## src/source/mipsPkg.sv

```systemverilog
`default_nettype none

package mipsPkg;

   // --------------------------------------------------
   // widths
   // --------------------------------------------------
   localparam int dataWidth    = 32;
   localparam int regAddrWidth = 5;
   localparam int regCount     = 1 << regAddrWidth;  // 32 entries

   typedef logic [dataWidth-1:0] instrT;
   typedef logic [5:0]           opcodeT;

   // --------------------------------------------------
   // opcodes and function codes
   // --------------------------------------------------
   localparam opcodeT opLw    = 6'b100011;
   localparam opcodeT opSb    = 6'b101000;
   localparam opcodeT opSh    = 6'b101001;
   localparam opcodeT opRtype = 6'b000000;
   localparam opcodeT opBeq   = 6'b000100;
   localparam opcodeT opBne   = 6'b000101;
   localparam opcodeT opJ     = 6'b000010;
   localparam opcodeT opAddi  = 6'b001000;
   localparam opcodeT opAndi  = 6'b001100;

   // r-type funct field
   localparam logic [5:0] functAdd = 6'b100000;
   localparam logic [5:0] functSub = 6'b100010;
   localparam logic [5:0] functOr  = 6'b100101;

   // --------------------------------------------------
   // control encodings
   // --------------------------------------------------
   typedef enum logic [1:0] {
      aluAdd,
      aluSub,
      aluAnd,
      aluOr
   } aluOpT;

   // one state per cycle, see controller
   typedef enum logic [3:0] {
      fetch,
      decode,
      memAddr,
      loadRead,
      loadWrite,
      storeByte,
      storeHalf,
      rTypeExec,
      rTypeWrite,
      branchEqExec,
      branchNeExec,
      jumpExec,
      immAddExec,
      immAndExec,
      immWrite
   } cpuStateT;

   // low part of B is zero-extended for partial stores
   typedef enum logic [1:0] {
      storeWord,
      storeHalfWord,
      storeByteOnly
   } storeSizeT;

   typedef enum logic [1:0] {
      srcBReg,        // B register
      srcBFour,       // constant four
      srcBSignImm,
      srcBBranchOff   // sign imm << 2
   } srcBSelT;

   typedef enum logic [1:0] {
      pcSrcAlu,       // pc + 4 straight from alu
      pcSrcAluOut,    // branch target held from decode
      pcSrcJump
   } pcSrcT;

endpackage

`default_nettype wire
```

## src/source/mipsCore.sv

```systemverilog
`timescale 1ns/10ps
`default_nettype none

module mipsCore
(
   input  wire logic                         clk,
   input  wire logic                         reset,
   input  wire logic [mipsPkg::dataWidth-1:0] memData,
   output logic                              memRead,
   output logic                              memWrite,
   output logic      [mipsPkg::dataWidth-1:0] adr,
   output logic      [mipsPkg::dataWidth-1:0] writeData
);
   import mipsPkg::*;

   // controller to datapath
   logic      irWrite;
   logic      pcEnable;
   logic      regWrite;
   logic      regDstRd;
   logic      memToReg;
   logic      iOrD;
   logic      srcASel;
   srcBSelT   srcBSel;
   pcSrcT     pcSrc;
   aluOpT     aluOp;
   storeSizeT storeSize;

   // datapath back to controller
   opcodeT     opcode;
   logic [5:0] funct;
   logic       zero;

   controlFsm control0 (
      .clk      (clk),
      .reset    (reset),
      .opcode   (opcode),
      .funct    (funct),
      .zero     (zero),
      .memRead  (memRead),
      .memWrite (memWrite),
      .irWrite  (irWrite),
      .pcEnable (pcEnable),
      .regWrite (regWrite),
      .regDstRd (regDstRd),
      .memToReg (memToReg),
      .iOrD     (iOrD),
      .srcASel  (srcASel),
      .srcBSel  (srcBSel),
      .pcSrc    (pcSrc),
      .aluOp    (aluOp),
      .storeSize(storeSize)
   );

   datapath datapath0 (
      .clk      (clk),
      .reset    (reset),
      .memData  (memData),
      .irWrite  (irWrite),
      .pcEnable (pcEnable),
      .regWrite (regWrite),
      .regDstRd (regDstRd),
      .memToReg (memToReg),
      .iOrD     (iOrD),
      .srcASel  (srcASel),
      .srcBSel  (srcBSel),
      .pcSrc    (pcSrc),
      .aluOp    (aluOp),
      .storeSize(storeSize),
      .opcode   (opcode),
      .funct    (funct),
      .zero     (zero),
      .adr      (adr),
      .writeData(writeData)
   );

endmodule

`default_nettype wire

```

## src/source/controlFsm.sv

```systemverilog
`timescale 1ns/10ps
`default_nettype none

module controlFsm
(
   input  wire logic               clk,
   input  wire logic               reset,
   input  wire mipsPkg::opcodeT    opcode,
   input  wire logic [5:0]         funct,
   input  wire logic               zero,
   output logic                    memRead,
   output logic                    memWrite,
   output logic                    irWrite,
   output logic                    pcEnable,
   output logic                    regWrite,
   output logic                    regDstRd,
   output logic                    memToReg,
   output logic                    iOrD,
   output logic                    srcASel,
   output mipsPkg::srcBSelT        srcBSel,
   output mipsPkg::pcSrcT          pcSrc,
   output mipsPkg::aluOpT          aluOp,
   output mipsPkg::storeSizeT      storeSize
);
   import mipsPkg::*;

   cpuStateT state;
   cpuStateT nextState;

   logic pcWrite;   // unconditional pc load
   logic branchEq;
   logic branchNe;

   // --------------------------------------------------
   // state register and next state
   // --------------------------------------------------
   always_ff @(posedge clk)
   begin
      if (reset)
         state <= fetch;
      else
         state <= nextState;
   end

   always_comb
   begin
      nextState = fetch;   // every terminal state returns here
      case (state)
         fetch:
            nextState = decode;
         decode:
         begin
            case (opcode)
               opLw, opSb, opSh: nextState = memAddr;
               opRtype:          nextState = rTypeExec;
               opBeq:            nextState = branchEqExec;
               opBne:            nextState = branchNeExec;
               opJ:              nextState = jumpExec;
               opAddi:           nextState = immAddExec;
               opAndi:           nextState = immAndExec;
               default:          nextState = fetch;   // unknown op, 2 cycles
            endcase
         end
         memAddr:
         begin
            case (opcode)
               opLw:    nextState = loadRead;
               opSb:    nextState = storeByte;
               opSh:    nextState = storeHalf;
               default: nextState = fetch;
            endcase
         end
         loadRead:   nextState = loadWrite;
         rTypeExec:  nextState = rTypeWrite;
         immAddExec: nextState = immWrite;
         immAndExec: nextState = immWrite;
         default:    nextState = fetch;
      endcase
   end

   // --------------------------------------------------
   // control decode
   // --------------------------------------------------
   always_comb
   begin
      memRead   = 1'b0;
      memWrite  = 1'b0;
      irWrite   = 1'b0;
      pcWrite   = 1'b0;
      branchEq  = 1'b0;
      branchNe  = 1'b0;
      regWrite  = 1'b0;
      regDstRd  = 1'b0;
      memToReg  = 1'b0;
      iOrD      = 1'b0;
      srcASel   = 1'b0;
      srcBSel   = srcBReg;
      pcSrc     = pcSrcAlu;
      aluOp     = aluAdd;
      storeSize = storeWord;
      case (state)
         fetch:
         begin
            memRead = 1'b1;
            irWrite = 1'b1;
            srcBSel = srcBFour;   // pc + 4
            pcWrite = 1'b1;
         end
         decode:
            srcBSel = srcBBranchOff;   // branch target into aluOut
         memAddr, immAddExec:
         begin
            srcASel = 1'b1;
            srcBSel = srcBSignImm;
         end
         immAndExec:
         begin
            srcASel = 1'b1;
            srcBSel = srcBSignImm;
            aluOp   = aluAnd;
         end
         loadRead:
         begin
            memRead = 1'b1;
            iOrD    = 1'b1;
         end
         loadWrite:
         begin
            regWrite = 1'b1;
            memToReg = 1'b1;
         end
         storeByte:
         begin
            memWrite  = 1'b1;
            iOrD      = 1'b1;
            storeSize = storeByteOnly;
         end
         storeHalf:
         begin
            memWrite  = 1'b1;
            iOrD      = 1'b1;
            storeSize = storeHalfWord;
         end
         rTypeExec:
         begin
            srcASel = 1'b1;
            case (funct)
               functSub: aluOp = aluSub;
               functOr:  aluOp = aluOr;
               default:  aluOp = aluAdd;   // add and anything unknown
            endcase
         end
         rTypeWrite:
         begin
            regWrite = 1'b1;
            regDstRd = 1'b1;
         end
         branchEqExec, branchNeExec:
         begin
            srcASel  = 1'b1;   // compare A against B
            aluOp    = aluSub;
            pcSrc    = pcSrcAluOut;
            branchEq = (state == branchEqExec);
            branchNe = (state == branchNeExec);
         end
         jumpExec:
         begin
            pcWrite = 1'b1;
            pcSrc   = pcSrcJump;
         end
         immWrite:
            regWrite = 1'b1;   // rt destination
         default:
            ;
      endcase
   end

   assign pcEnable = pcWrite | (branchEq & zero) | (branchNe & ~zero);

   // --------------------------------------------------
   // checks
   // --------------------------------------------------
   assert property (@(posedge clk) disable iff (reset) !(memRead && memWrite));

   assert property (@(posedge clk) disable iff (reset)
      state inside {fetch, decode, memAddr, loadRead, loadWrite, storeByte, storeHalf,
                    rTypeExec, rTypeWrite, branchEqExec, branchNeExec, jumpExec,
                    immAddExec, immAndExec, immWrite});

   // instruction register only changes on a fetch
   assert property (@(posedge clk) disable iff (reset) irWrite |-> state == fetch);

endmodule

`default_nettype wire

```

## src/source/datapath.sv

```systemverilog
`timescale 1ns/10ps
`default_nettype none

module datapath
(
   input  wire logic                          clk,
   input  wire logic                          reset,
   input  wire logic [mipsPkg::dataWidth-1:0] memData,
   input  wire logic                          irWrite,
   input  wire logic                          pcEnable,
   input  wire logic                          regWrite,
   input  wire logic                          regDstRd,
   input  wire logic                          memToReg,
   input  wire logic                          iOrD,
   input  wire logic                          srcASel,
   input  wire mipsPkg::srcBSelT              srcBSel,
   input  wire mipsPkg::pcSrcT                pcSrc,
   input  wire mipsPkg::aluOpT                aluOp,
   input  wire mipsPkg::storeSizeT            storeSize,
   output mipsPkg::opcodeT                    opcode,
   output logic      [5:0]                    funct,
   output logic                               zero,
   output logic      [mipsPkg::dataWidth-1:0] adr,
   output logic      [mipsPkg::dataWidth-1:0] writeData
);
   import mipsPkg::*;

   instrT                   instr;
   logic [dataWidth-1:0]    pc;
   logic [dataWidth-1:0]    nextPc;
   logic [dataWidth-1:0]    memDataReg;
   logic [dataWidth-1:0]    regA;
   logic [dataWidth-1:0]    regB;
   logic [dataWidth-1:0]    aluOut;
   logic [dataWidth-1:0]    aluResult;
   logic [dataWidth-1:0]    srcA;
   logic [dataWidth-1:0]    srcB;
   logic [dataWidth-1:0]    signImm;
   logic [dataWidth-1:0]    branchOff;
   logic [dataWidth-1:0]    jumpTarget;
   logic [dataWidth-1:0]    readData1;
   logic [dataWidth-1:0]    readData2;
   logic [dataWidth-1:0]    writeBackData;
   logic [regAddrWidth-1:0] writeAddr;

   // --------------------------------------------------
   // state registers
   // --------------------------------------------------
   always_ff @(posedge clk)
   begin
      if (reset)
         pc <= '0;
      else if (pcEnable)
         pc <= nextPc;
   end

   always_ff @(posedge clk)
   begin
      if (irWrite)
         instr <= memData;
   end

   // loaded every cycle, controller picks when they matter
   always_ff @(posedge clk)
   begin
      memDataReg <= memData;
      regA       <= readData1;
      regB       <= readData2;
      aluOut     <= aluResult;
   end

   // --------------------------------------------------
   // instruction fields and immediates
   // --------------------------------------------------
   assign opcode     = instr[31:26];
   assign funct      = instr[5:0];
   assign signImm    = {{(dataWidth-16){instr[15]}}, instr[15:0]};
   assign branchOff  = {signImm[dataWidth-3:0], 2'b00};
   assign jumpTarget = {pc[dataWidth-1:dataWidth-4], instr[25:0], 2'b00};

   // rd for r-type, rt otherwise
   assign writeAddr     = regDstRd ? instr[15:11] : instr[20:16];
   assign writeBackData = memToReg ? memDataReg : aluOut;

   registerFile regFile0 (
      .clk      (clk),
      .reset    (reset),
      .regWrite (regWrite),
      .readAddr1(instr[25:21]),
      .readAddr2(instr[20:16]),
      .writeAddr(writeAddr),
      .writeData(writeBackData),
      .readData1(readData1),
      .readData2(readData2)
   );

   // --------------------------------------------------
   // operand and pc muxes
   // --------------------------------------------------
   assign srcA = srcASel ? regA : pc;

   always_comb
   begin
      case (srcBSel)
         srcBFour:      srcB = dataWidth'(4);
         srcBSignImm:   srcB = signImm;
         srcBBranchOff: srcB = branchOff;
         default:       srcB = regB;
      endcase
   end

   alu alu0 (
      .a     (srcA),
      .b     (srcB),
      .aluOp (aluOp),
      .result(aluResult)
   );

   assign zero = (aluResult == '0);

   always_comb
   begin
      case (pcSrc)
         pcSrcAluOut: nextPc = aluOut;
         pcSrcJump:   nextPc = jumpTarget;
         default:     nextPc = aluResult;
      endcase
   end

   assign adr = iOrD ? aluOut : pc;   // data access or fetch

   // partial stores send the low bits, zero-extended
   always_comb
   begin
      case (storeSize)
         storeHalfWord: writeData = {{(dataWidth-16){1'b0}}, regB[15:0]};
         storeByteOnly: writeData = {{(dataWidth-8){1'b0}}, regB[7:0]};
         default:       writeData = regB;
      endcase
   end

   assert property (@(posedge clk) disable iff (reset) pc[1:0] == 2'b00);

endmodule

`default_nettype wire

```

## src/source/registerFile.sv

```systemverilog
`timescale 1ns/10ps
`default_nettype none

module registerFile
(
   input  wire logic                             clk,
   input  wire logic                             reset,
   input  wire logic                             regWrite,
   input  wire logic [mipsPkg::regAddrWidth-1:0] readAddr1,
   input  wire logic [mipsPkg::regAddrWidth-1:0] readAddr2,
   input  wire logic [mipsPkg::regAddrWidth-1:0] writeAddr,
   input  wire logic [mipsPkg::dataWidth-1:0]    writeData,
   output logic      [mipsPkg::dataWidth-1:0]    readData1,
   output logic      [mipsPkg::dataWidth-1:0]    readData2
);
   import mipsPkg::*;

   logic [dataWidth-1:0] regs [0:regCount-1];

   always_ff @(posedge clk)
   begin
      if (reset)
      begin
         for (int i = 0; i < regCount; i++)
            regs[i] <= '0;   // whole file starts cleared
      end
      else if (regWrite && writeAddr != '0)
         regs[writeAddr] <= writeData;
   end

   // register zero hardwired
   assign readData1 = (readAddr1 == '0) ? '0 : regs[readAddr1];
   assign readData2 = (readAddr2 == '0) ? '0 : regs[readAddr2];

   // program never targets $0
   assert property (@(posedge clk) disable iff (reset) regWrite |-> writeAddr != '0);

endmodule

`default_nettype wire

```

## src/source/alu.sv

```systemverilog
`timescale 1ns/10ps
`default_nettype none

module alu
(
   input  wire logic [mipsPkg::dataWidth-1:0] a,
   input  wire logic [mipsPkg::dataWidth-1:0] b,
   input  wire mipsPkg::aluOpT                aluOp,
   output logic      [mipsPkg::dataWidth-1:0] result
);
   import mipsPkg::*;

   // purely combinational, zero flag is built outside
   always_comb
   begin
      case (aluOp)
         aluSub:  result = a - b;   // also the branch compare
         aluAnd:  result = a & b;
         aluOr:   result = a | b;
         default: result = a + b;
      endcase
   end

endmodule

`default_nettype wire

```

## config.mk

```make
export PLATFORM = sky130hd
export DESIGN_NAME = mipsCore
export DESIGN_NICKNAME = d
export VERILOG_FILES = /design/src/source/mipsPkg.sv /design/src/source/mipsCore.sv /design/src/source/controlFsm.sv /design/src/source/datapath.sv /design/src/source/registerFile.sv /design/src/source/alu.sv
export SDC_FILE = /design/constraint.sdc
export NUM_CORES = 2
export LEC_CHECK = 0
export BUFFER_PORTS_ARGS = -buffer_cell sky130_fd_sc_hd__buf_2
export CORE_MARGIN = 4
export CORE_UTILIZATION = 50
export CTS_CLUSTER_DIAMETER = 80
export DETAILED_ROUTE_END_ITERATION = 12
export MAX_ROUTING_LAYER = met4
export PLACE_DENSITY_LB_ADDON = 0.3
export SLEW_MARGIN = 10
export SYNTH_ARGS = -nofsm -noshare
export SYNTH_HDL_FRONTEND = slang
export SYNTH_SLANG_ARGS = --single-unit
```

## constraint.sdc

```tcl
create_clock -name clk -period 10.5 [get_ports clk]
set_clock_uncertainty 0.2 [all_clocks]
set_input_delay 2.1 -clock clk [delete_from_list [all_inputs] [get_ports clk]]
set_output_delay 2.1 -clock clk [all_outputs]
set_load 0.02 [all_outputs]
```

-- Word level (Yosys, flattened, before mapping)
Memories as Yosys holds them, arrays and structs flattened. A register that Yosys moved wholly into a read port is not among the register bits.
Cells that the tools add are included.
- multiply operators: 0
- muxes and demuxes: 35
- equal/unequal tests: 34
- reductions and logical operators: 19
- shifts and indexed selects: 0
- bitwise logic cells: 8
- div/mod/pow operators: 0
- order comparisons: 0
- add/sub/neg operators: 2
- operators with widths (cell ; number):
    $pmux 32 s3 ; 2
    $mux 32 ; 4
    $pmux 32 s2 ; 2
    $add 32x32->32 ; 1
    $and 32x32->32 ; 1
    $logic_not 32->1 ; 1
    $or 32x32->32 ; 1
    $reduce_or 32->1 ; 1
    $sub 32x32->32 ; 1
    $eq 6x6->1 const B ; 5
    $eq 4x4->1 const B ; 7
    $pmux 4 s7 ; 1
    $pmux 4 s6 ; 1
    $mux 1 ; 17
    $eq 4x3->1 const B ; 4
    $eq 2x2->1 const B ; 6
    $eq 6x3->1 const B ; 2
    $eq 6x4->1 const B ; 2
    $pmux 2 s2 ; 3
    $pmux 2 s3 ; 2
    $reduce_or 3->1 ; 4
    $logic_not 5->1 ; 2
    $mux 5 ; 2
    $reduce_or 2->1 ; 5
    other kinds (14) ; 21
- memories: 1
- bits of input ports: 34
- RAM bits: 1024
- logic and storage cells: 105
- bits in registers: 132
- latch bits: 0
- output and inout bits: 66
- bits in read-only memories: 0
- memories (memory ; depth ; bits a word ; rd ports ; clocked after memory_dff ; wr ports ; line ; RTL):
    datapath0.regFile0.regs ; 32 ; 32 ; 2 ; 2 ; 32 ; registerFile.sv:18 ; logic [dataWidth-1:0] regs [0:regCount-1];

-- Logic depth before layout (Yosys ltp)
- word-level depth: 12
- depth in mapped cells: 32
- gate-level depth less buffers: 26

-- Hierarchy
A second synthesis with hierarchy kept.
- cell total of the unflattened synthesis: 4612
- area, all modules: 65220.1 um2
- modules (own cells, without submodules) (module ; cells an instance ; area an instance (um2) ; times used):
    registerFile ; 3502 ; 54253.3 ; 1
    datapath ; 568 ; 7302.0 ; 1
    alu ; 444 ; 3015.4 ; 1
    controlFsm ; 98 ; 649.4 ; 1

-- Worst setup path before layout
No wires, ideal clock.
- path kind: flip-flop to flip-flop
- start: register control0.state[3]
- end: register datapath0.pc[27]
- stages on the path, launching flop included: 32
- arrival: 6.920 ns
- path buffers: 6
- slack: 3.250 ns
- cell sequence: dfxtp_1 buf_2 buf_2 buf_2 buf_1 a21oi_1 a221oi_1 ha_1 nand2_1 or2_2 nor3b_1 and2_1 a31oi_1 nor2_1 nand2_1 xor2_1 ha_1 clkbuf_1 and3_1 and2_1 a221oi_1 nor3_1 a221oi_2 nand3_2 or4b_1 or4_4 nor4b_4 nand4_4 a31oi_4 buf_6 mux2i_1 nor2_1
- word-level cells in the longest chain between the ends: 11
- elaborated cells between the ends (all ways): 42
- classes of those cells: 2 x add/sub; 16 x eq/ne; 11 x mux; 7 x bitwise; 6 x reduce/logical
- RTL lines (what ; line ; RTL):
    from (decl) ; controlFsm.sv:27 ; cpuStateT state;
    from (signal assigned) ; controlFsm.sv:40 ; state <= fetch;
    from (signal assigned) ; controlFsm.sv:42 ; state <= nextState;
    $eq 4x2->1 / $eq 4x4->1 (equally long branches) ; controlFsm.sv:101 ; case (state)
    $reduce_or 3->1 (no line) ; n/a ;
    $pmux 2 s3 ; controlFsm.sv:101 ;
    $eq 2x2->1 / $eq 2x1->1 (equally long branches) ; datapath.sv:104 ; case (srcBSel)
    $pmux 32 s3 ; datapath.sv:104 ;
    $add 32x32->32, or another cell as far along ; alu.sv:20 ; default: result = a + b;
    $pmux 32 s3 * ; alu.sv:16 ; case (aluOp)
    net datapath0.alu0.result, one bit ; alu.sv:9 ; output logic [mipsPkg::dataWidth-1:0] result
    $logic_not 32->1 * ; datapath.sv:119 ; assign zero = (aluResult == '0);
    $and 1x1->1 / $not 1->1 (equally long branches) ; controlFsm.sv:178 ; assign pcEnable = pcWrite | (branchEq & zero) | (branchNe & ~zero);
    $or 1x1->1 / $and 1x1->1 (equally long branches) ; controlFsm.sv:178 ;
    $or 1x1->1 * ; controlFsm.sv:178 ;
    to (signal assigned) ; datapath.sv:54 ; pc <= nextPc;
    to (decl) ; datapath.sv:29 ; logic [dataWidth-1:0] pc;
Mark *: on every way through the listed nets, which the timed path passes. The rest lies on a longest branch.
A chain may end at the register's enable or synchronous reset.

-- Worst setup path in the final report
- start: register control0.state[0]
- end: register datapath0.pc[11]
Same word-level chain as after synthesis.

==> results.yml <==
clock_tree:
  cts_buffers: 134
  postCtsSetupBuffers: 0
  hold_buffers: 0
  clockBufferDepth: 3
  path_clk_slew_ns: 0.06
  clock-root-buffer: "clkbuf_16"
  cts_max_level: 4
  clock-sinks: 1220
  clk_latency_ns: 0.78
  cts_tree: "yes"
  ctsResizeCount: 0
sta:
  worst_slew_pin_slew_ns: 1.28
  hold_violations: 0
  fin_tns_setup_ns: 0
  final_max_slew_viol_count: 0
  setup_violations: 0
  timing.hold.ws_ns: 0.321
  rsz0062_at_grt: "false"
  period_share: 0.890
  period_needed_ns: 9.34
  fmax_ghz: 0.107
  slew_headroom: 0.129
grt:
  antenna_found_initial: 10
  grt_pass1_vias: 44562
  grt_pass1_wl_um: 320000
  grt_overflow: 0
  grt_usage: 0.350
  grt_max_degree: 113
yosys:
  yosysWarnings: 0
  ys_seq_area_frac: 0.550
  synth_edf_count: 1056
  synthSimpleGateAreaFrac: 0.106
  yosys-top-cells-area: "edfxtp_1, mux4_2, nor2_1"
  ys_seq_elements: 1220
  synthesis.area_um2: 63700
  ys_types: 87
  syn_area_per_cell_um2: 13.1
  synthAdderAreaFrac: 0.00810
  yosys.area.top_type: "edfxtp_1"
  async_flop_share: 0
  synthMuxAreaShare: 0.239
  synth_top_cell_area_share: 0.498
  postSynthCellCount: 4864
  synth-compound-area-share: 0.0569
  yosys.area_share.xor_xnor: 0.00784
  synthFlopType: "edfxtp_1"
  synth_top_family_by_area: "multiplexers"
floorplanning:
  dieArea_um2: 133000
  core_area_um2: 126000
  die_y_um: 365
  start_util: 0.505
  io_pins: 100
  die_x_um: 365
  fp-row-count: 130
detailed_routing:
  routed_wl_um: 226000
  dr.pass1.iters: 6
  vias_per_cell: 6.92
  wl_met1_um: 80300
  via_count: 45284
  routedWlPerCell_um: 34.5
  met2WireLength_um: 102000
  top_layer: "met4"
  postRouteAntennaNets: 0
  drc: 0
  drt_iter0_drc: 6904
  wl_met3_um: 32700
setup_path:
  end_kind: "register"
  startpoint_type: "register"
  critPathKind: "register to register"
  cp_max_fo: 23
  required_ns: 10.91
  worst-path-buf-inv: 1
  cp_slowest_stage_delay_ns: 0.68
  slowest_stage: "a221oi_1"
  arrival_ns: 9.75
  crit_family: "simple AND/OR/NAND/NOR gates"
power_and_ir_drop:
  power.density_nw_per_um2: 204
  power.leakage_nw: 24.9
  ir_worst_vdd_mv: 0.176
placement:
  placedCellCount: 6293
  io_buffers: 99
  gp_congestion: 0.999
  post-dp-hpwl_um: 136000
cells_and_area:
  nets: 4852
  final_common_cell: "nor2_1"
  multiInputGateArea_um2: 27400
  drive_gt1_frac: 0.233
  fillers: 10003
  finalNonFillerCells: 6544
  syn_to_final_growth_pct: 10.8
  seqCellArea_um2: 35000
  final_cell_mix: "nor2_1, edfxtp_1, mux4_2, mux2i_1, a21oi_1"
hold_path:
  hold_class: "register to register"
run:
  max_cap_viol_count: 0
status:
  status: "finished, final reports clean"
==> power by group <==
| group | switching (mW) | internal, mW |
|---|---|---|
| combinational | 2.36 | 1.24 |
| sequential | 0.364 | 5.59 |
| clock | 2.00 | 2.84 |
==> cell type report <==
type,count,share of cell area
inverters,43,0.00229
flip-flops and latches,1220,0.496
clock buffers,174,0.0529
repair buffers,222,0.0209
multi-input cells,3158,0.388
well taps,1650,0.0293
diodes,8,0.000284
clock inverters,69,0.0103
==> worst register-to-register path, delay by kind of cell (launching register included) <==
family	cells	cell delay [ns]
xor gates and xnor gates	1	0.19
and+or+nand+nor	13	3.67
adders and majority gates	2	0.70
AOI/OAI and AO/OA	9	3.00
muxes	1	0.29
buffers and inverters	1	0.56
DFF	1	0.58
==> sequential cells by signal (all words and copies together) (netlist names) <==
register	count
control0.state	4
datapath0.instr	32
datapath0.regA	32
datapath0.regB	32
datapath0.regFile0.regs	1024
datapath0.memDataReg	32
datapath0.aluOut	32
datapath0.pc	32
==> per-stage QoR <==
step           utilization  setup WS [ns]  instance area [µm²]  power (mW)
2_1_floorplan            -           3.25                63800        8.20
3_3_place_gp         0.524           1.43                66100        9.52
3_5_place_dp         0.524           1.34                66100        9.54
4_1_cts              0.560           1.32                70500        14.3
5_1_grt              0.560          0.685                70600        14.8
6_report             0.560           1.16                70600        14.4
==> cells by family after synthesis <==
family | after synthesis
AO/OA/AOI/OAI | 563
other | 1
AND/OR/NAND/NOR | 1629
adder cells (fa/ha/maj) | 41
XOR/XNOR | 57
multiplexers | 836
flip-flops | 1220
buffers and inverters | 517
==> per-layer routing <==
layer | GRT usage | vias up
li1 | - | 18242
met1 | 0.457 | 22841
met2 | 0.519 | 3500
met3 | 0.0985 | 701
met4 | 0.148 | 0
met5 | - | -
==> synthesized netlist by cell type, drive strengths merged, types with 42 or more instances <==
| master | instances |
|---|---|
| inv | 43 |
| o21ai | 115 |
| edfxtp | 1056 |
| nand2 | 142 |
| nand2b | 45 |
| mux2 | 47 |
| mux4 | 544 |
| buf | 99 |
| nor2 | 1236 |
| o22ai | 42 |
| nor3 | 60 |
| mux2i | 245 |
| a21oi | 180 |
| o221ai | 47 |
| clkbuf | 375 |
| dfxtp | 164 |
==> path summary, 6_finish.rpt <==
kind | slack, ns | end | cells after the start | from
setup reg to reg | 1.16 | datapath0.pc[11]$_SDFFE_PP0P_ | 27 | control0.state[0]$_SDFF_PP0_
hold reg to reg | 0.32 | datapath0.pc[23]$_SDFFE_PP0P_ | 2 | datapath0.pc[23]$_SDFFE_PP0P_
hold / removal | 0.32 | datapath0.pc[23]$_SDFFE_PP0P_ | 2 | datapath0.pc[23]$_SDFFE_PP0P_
setup / recovery | 1.16 | datapath0.pc[11]$_SDFFE_PP0P_ | 27 | control0.state[0]$_SDFF_PP0_
(Power assumes the default switching activity.)
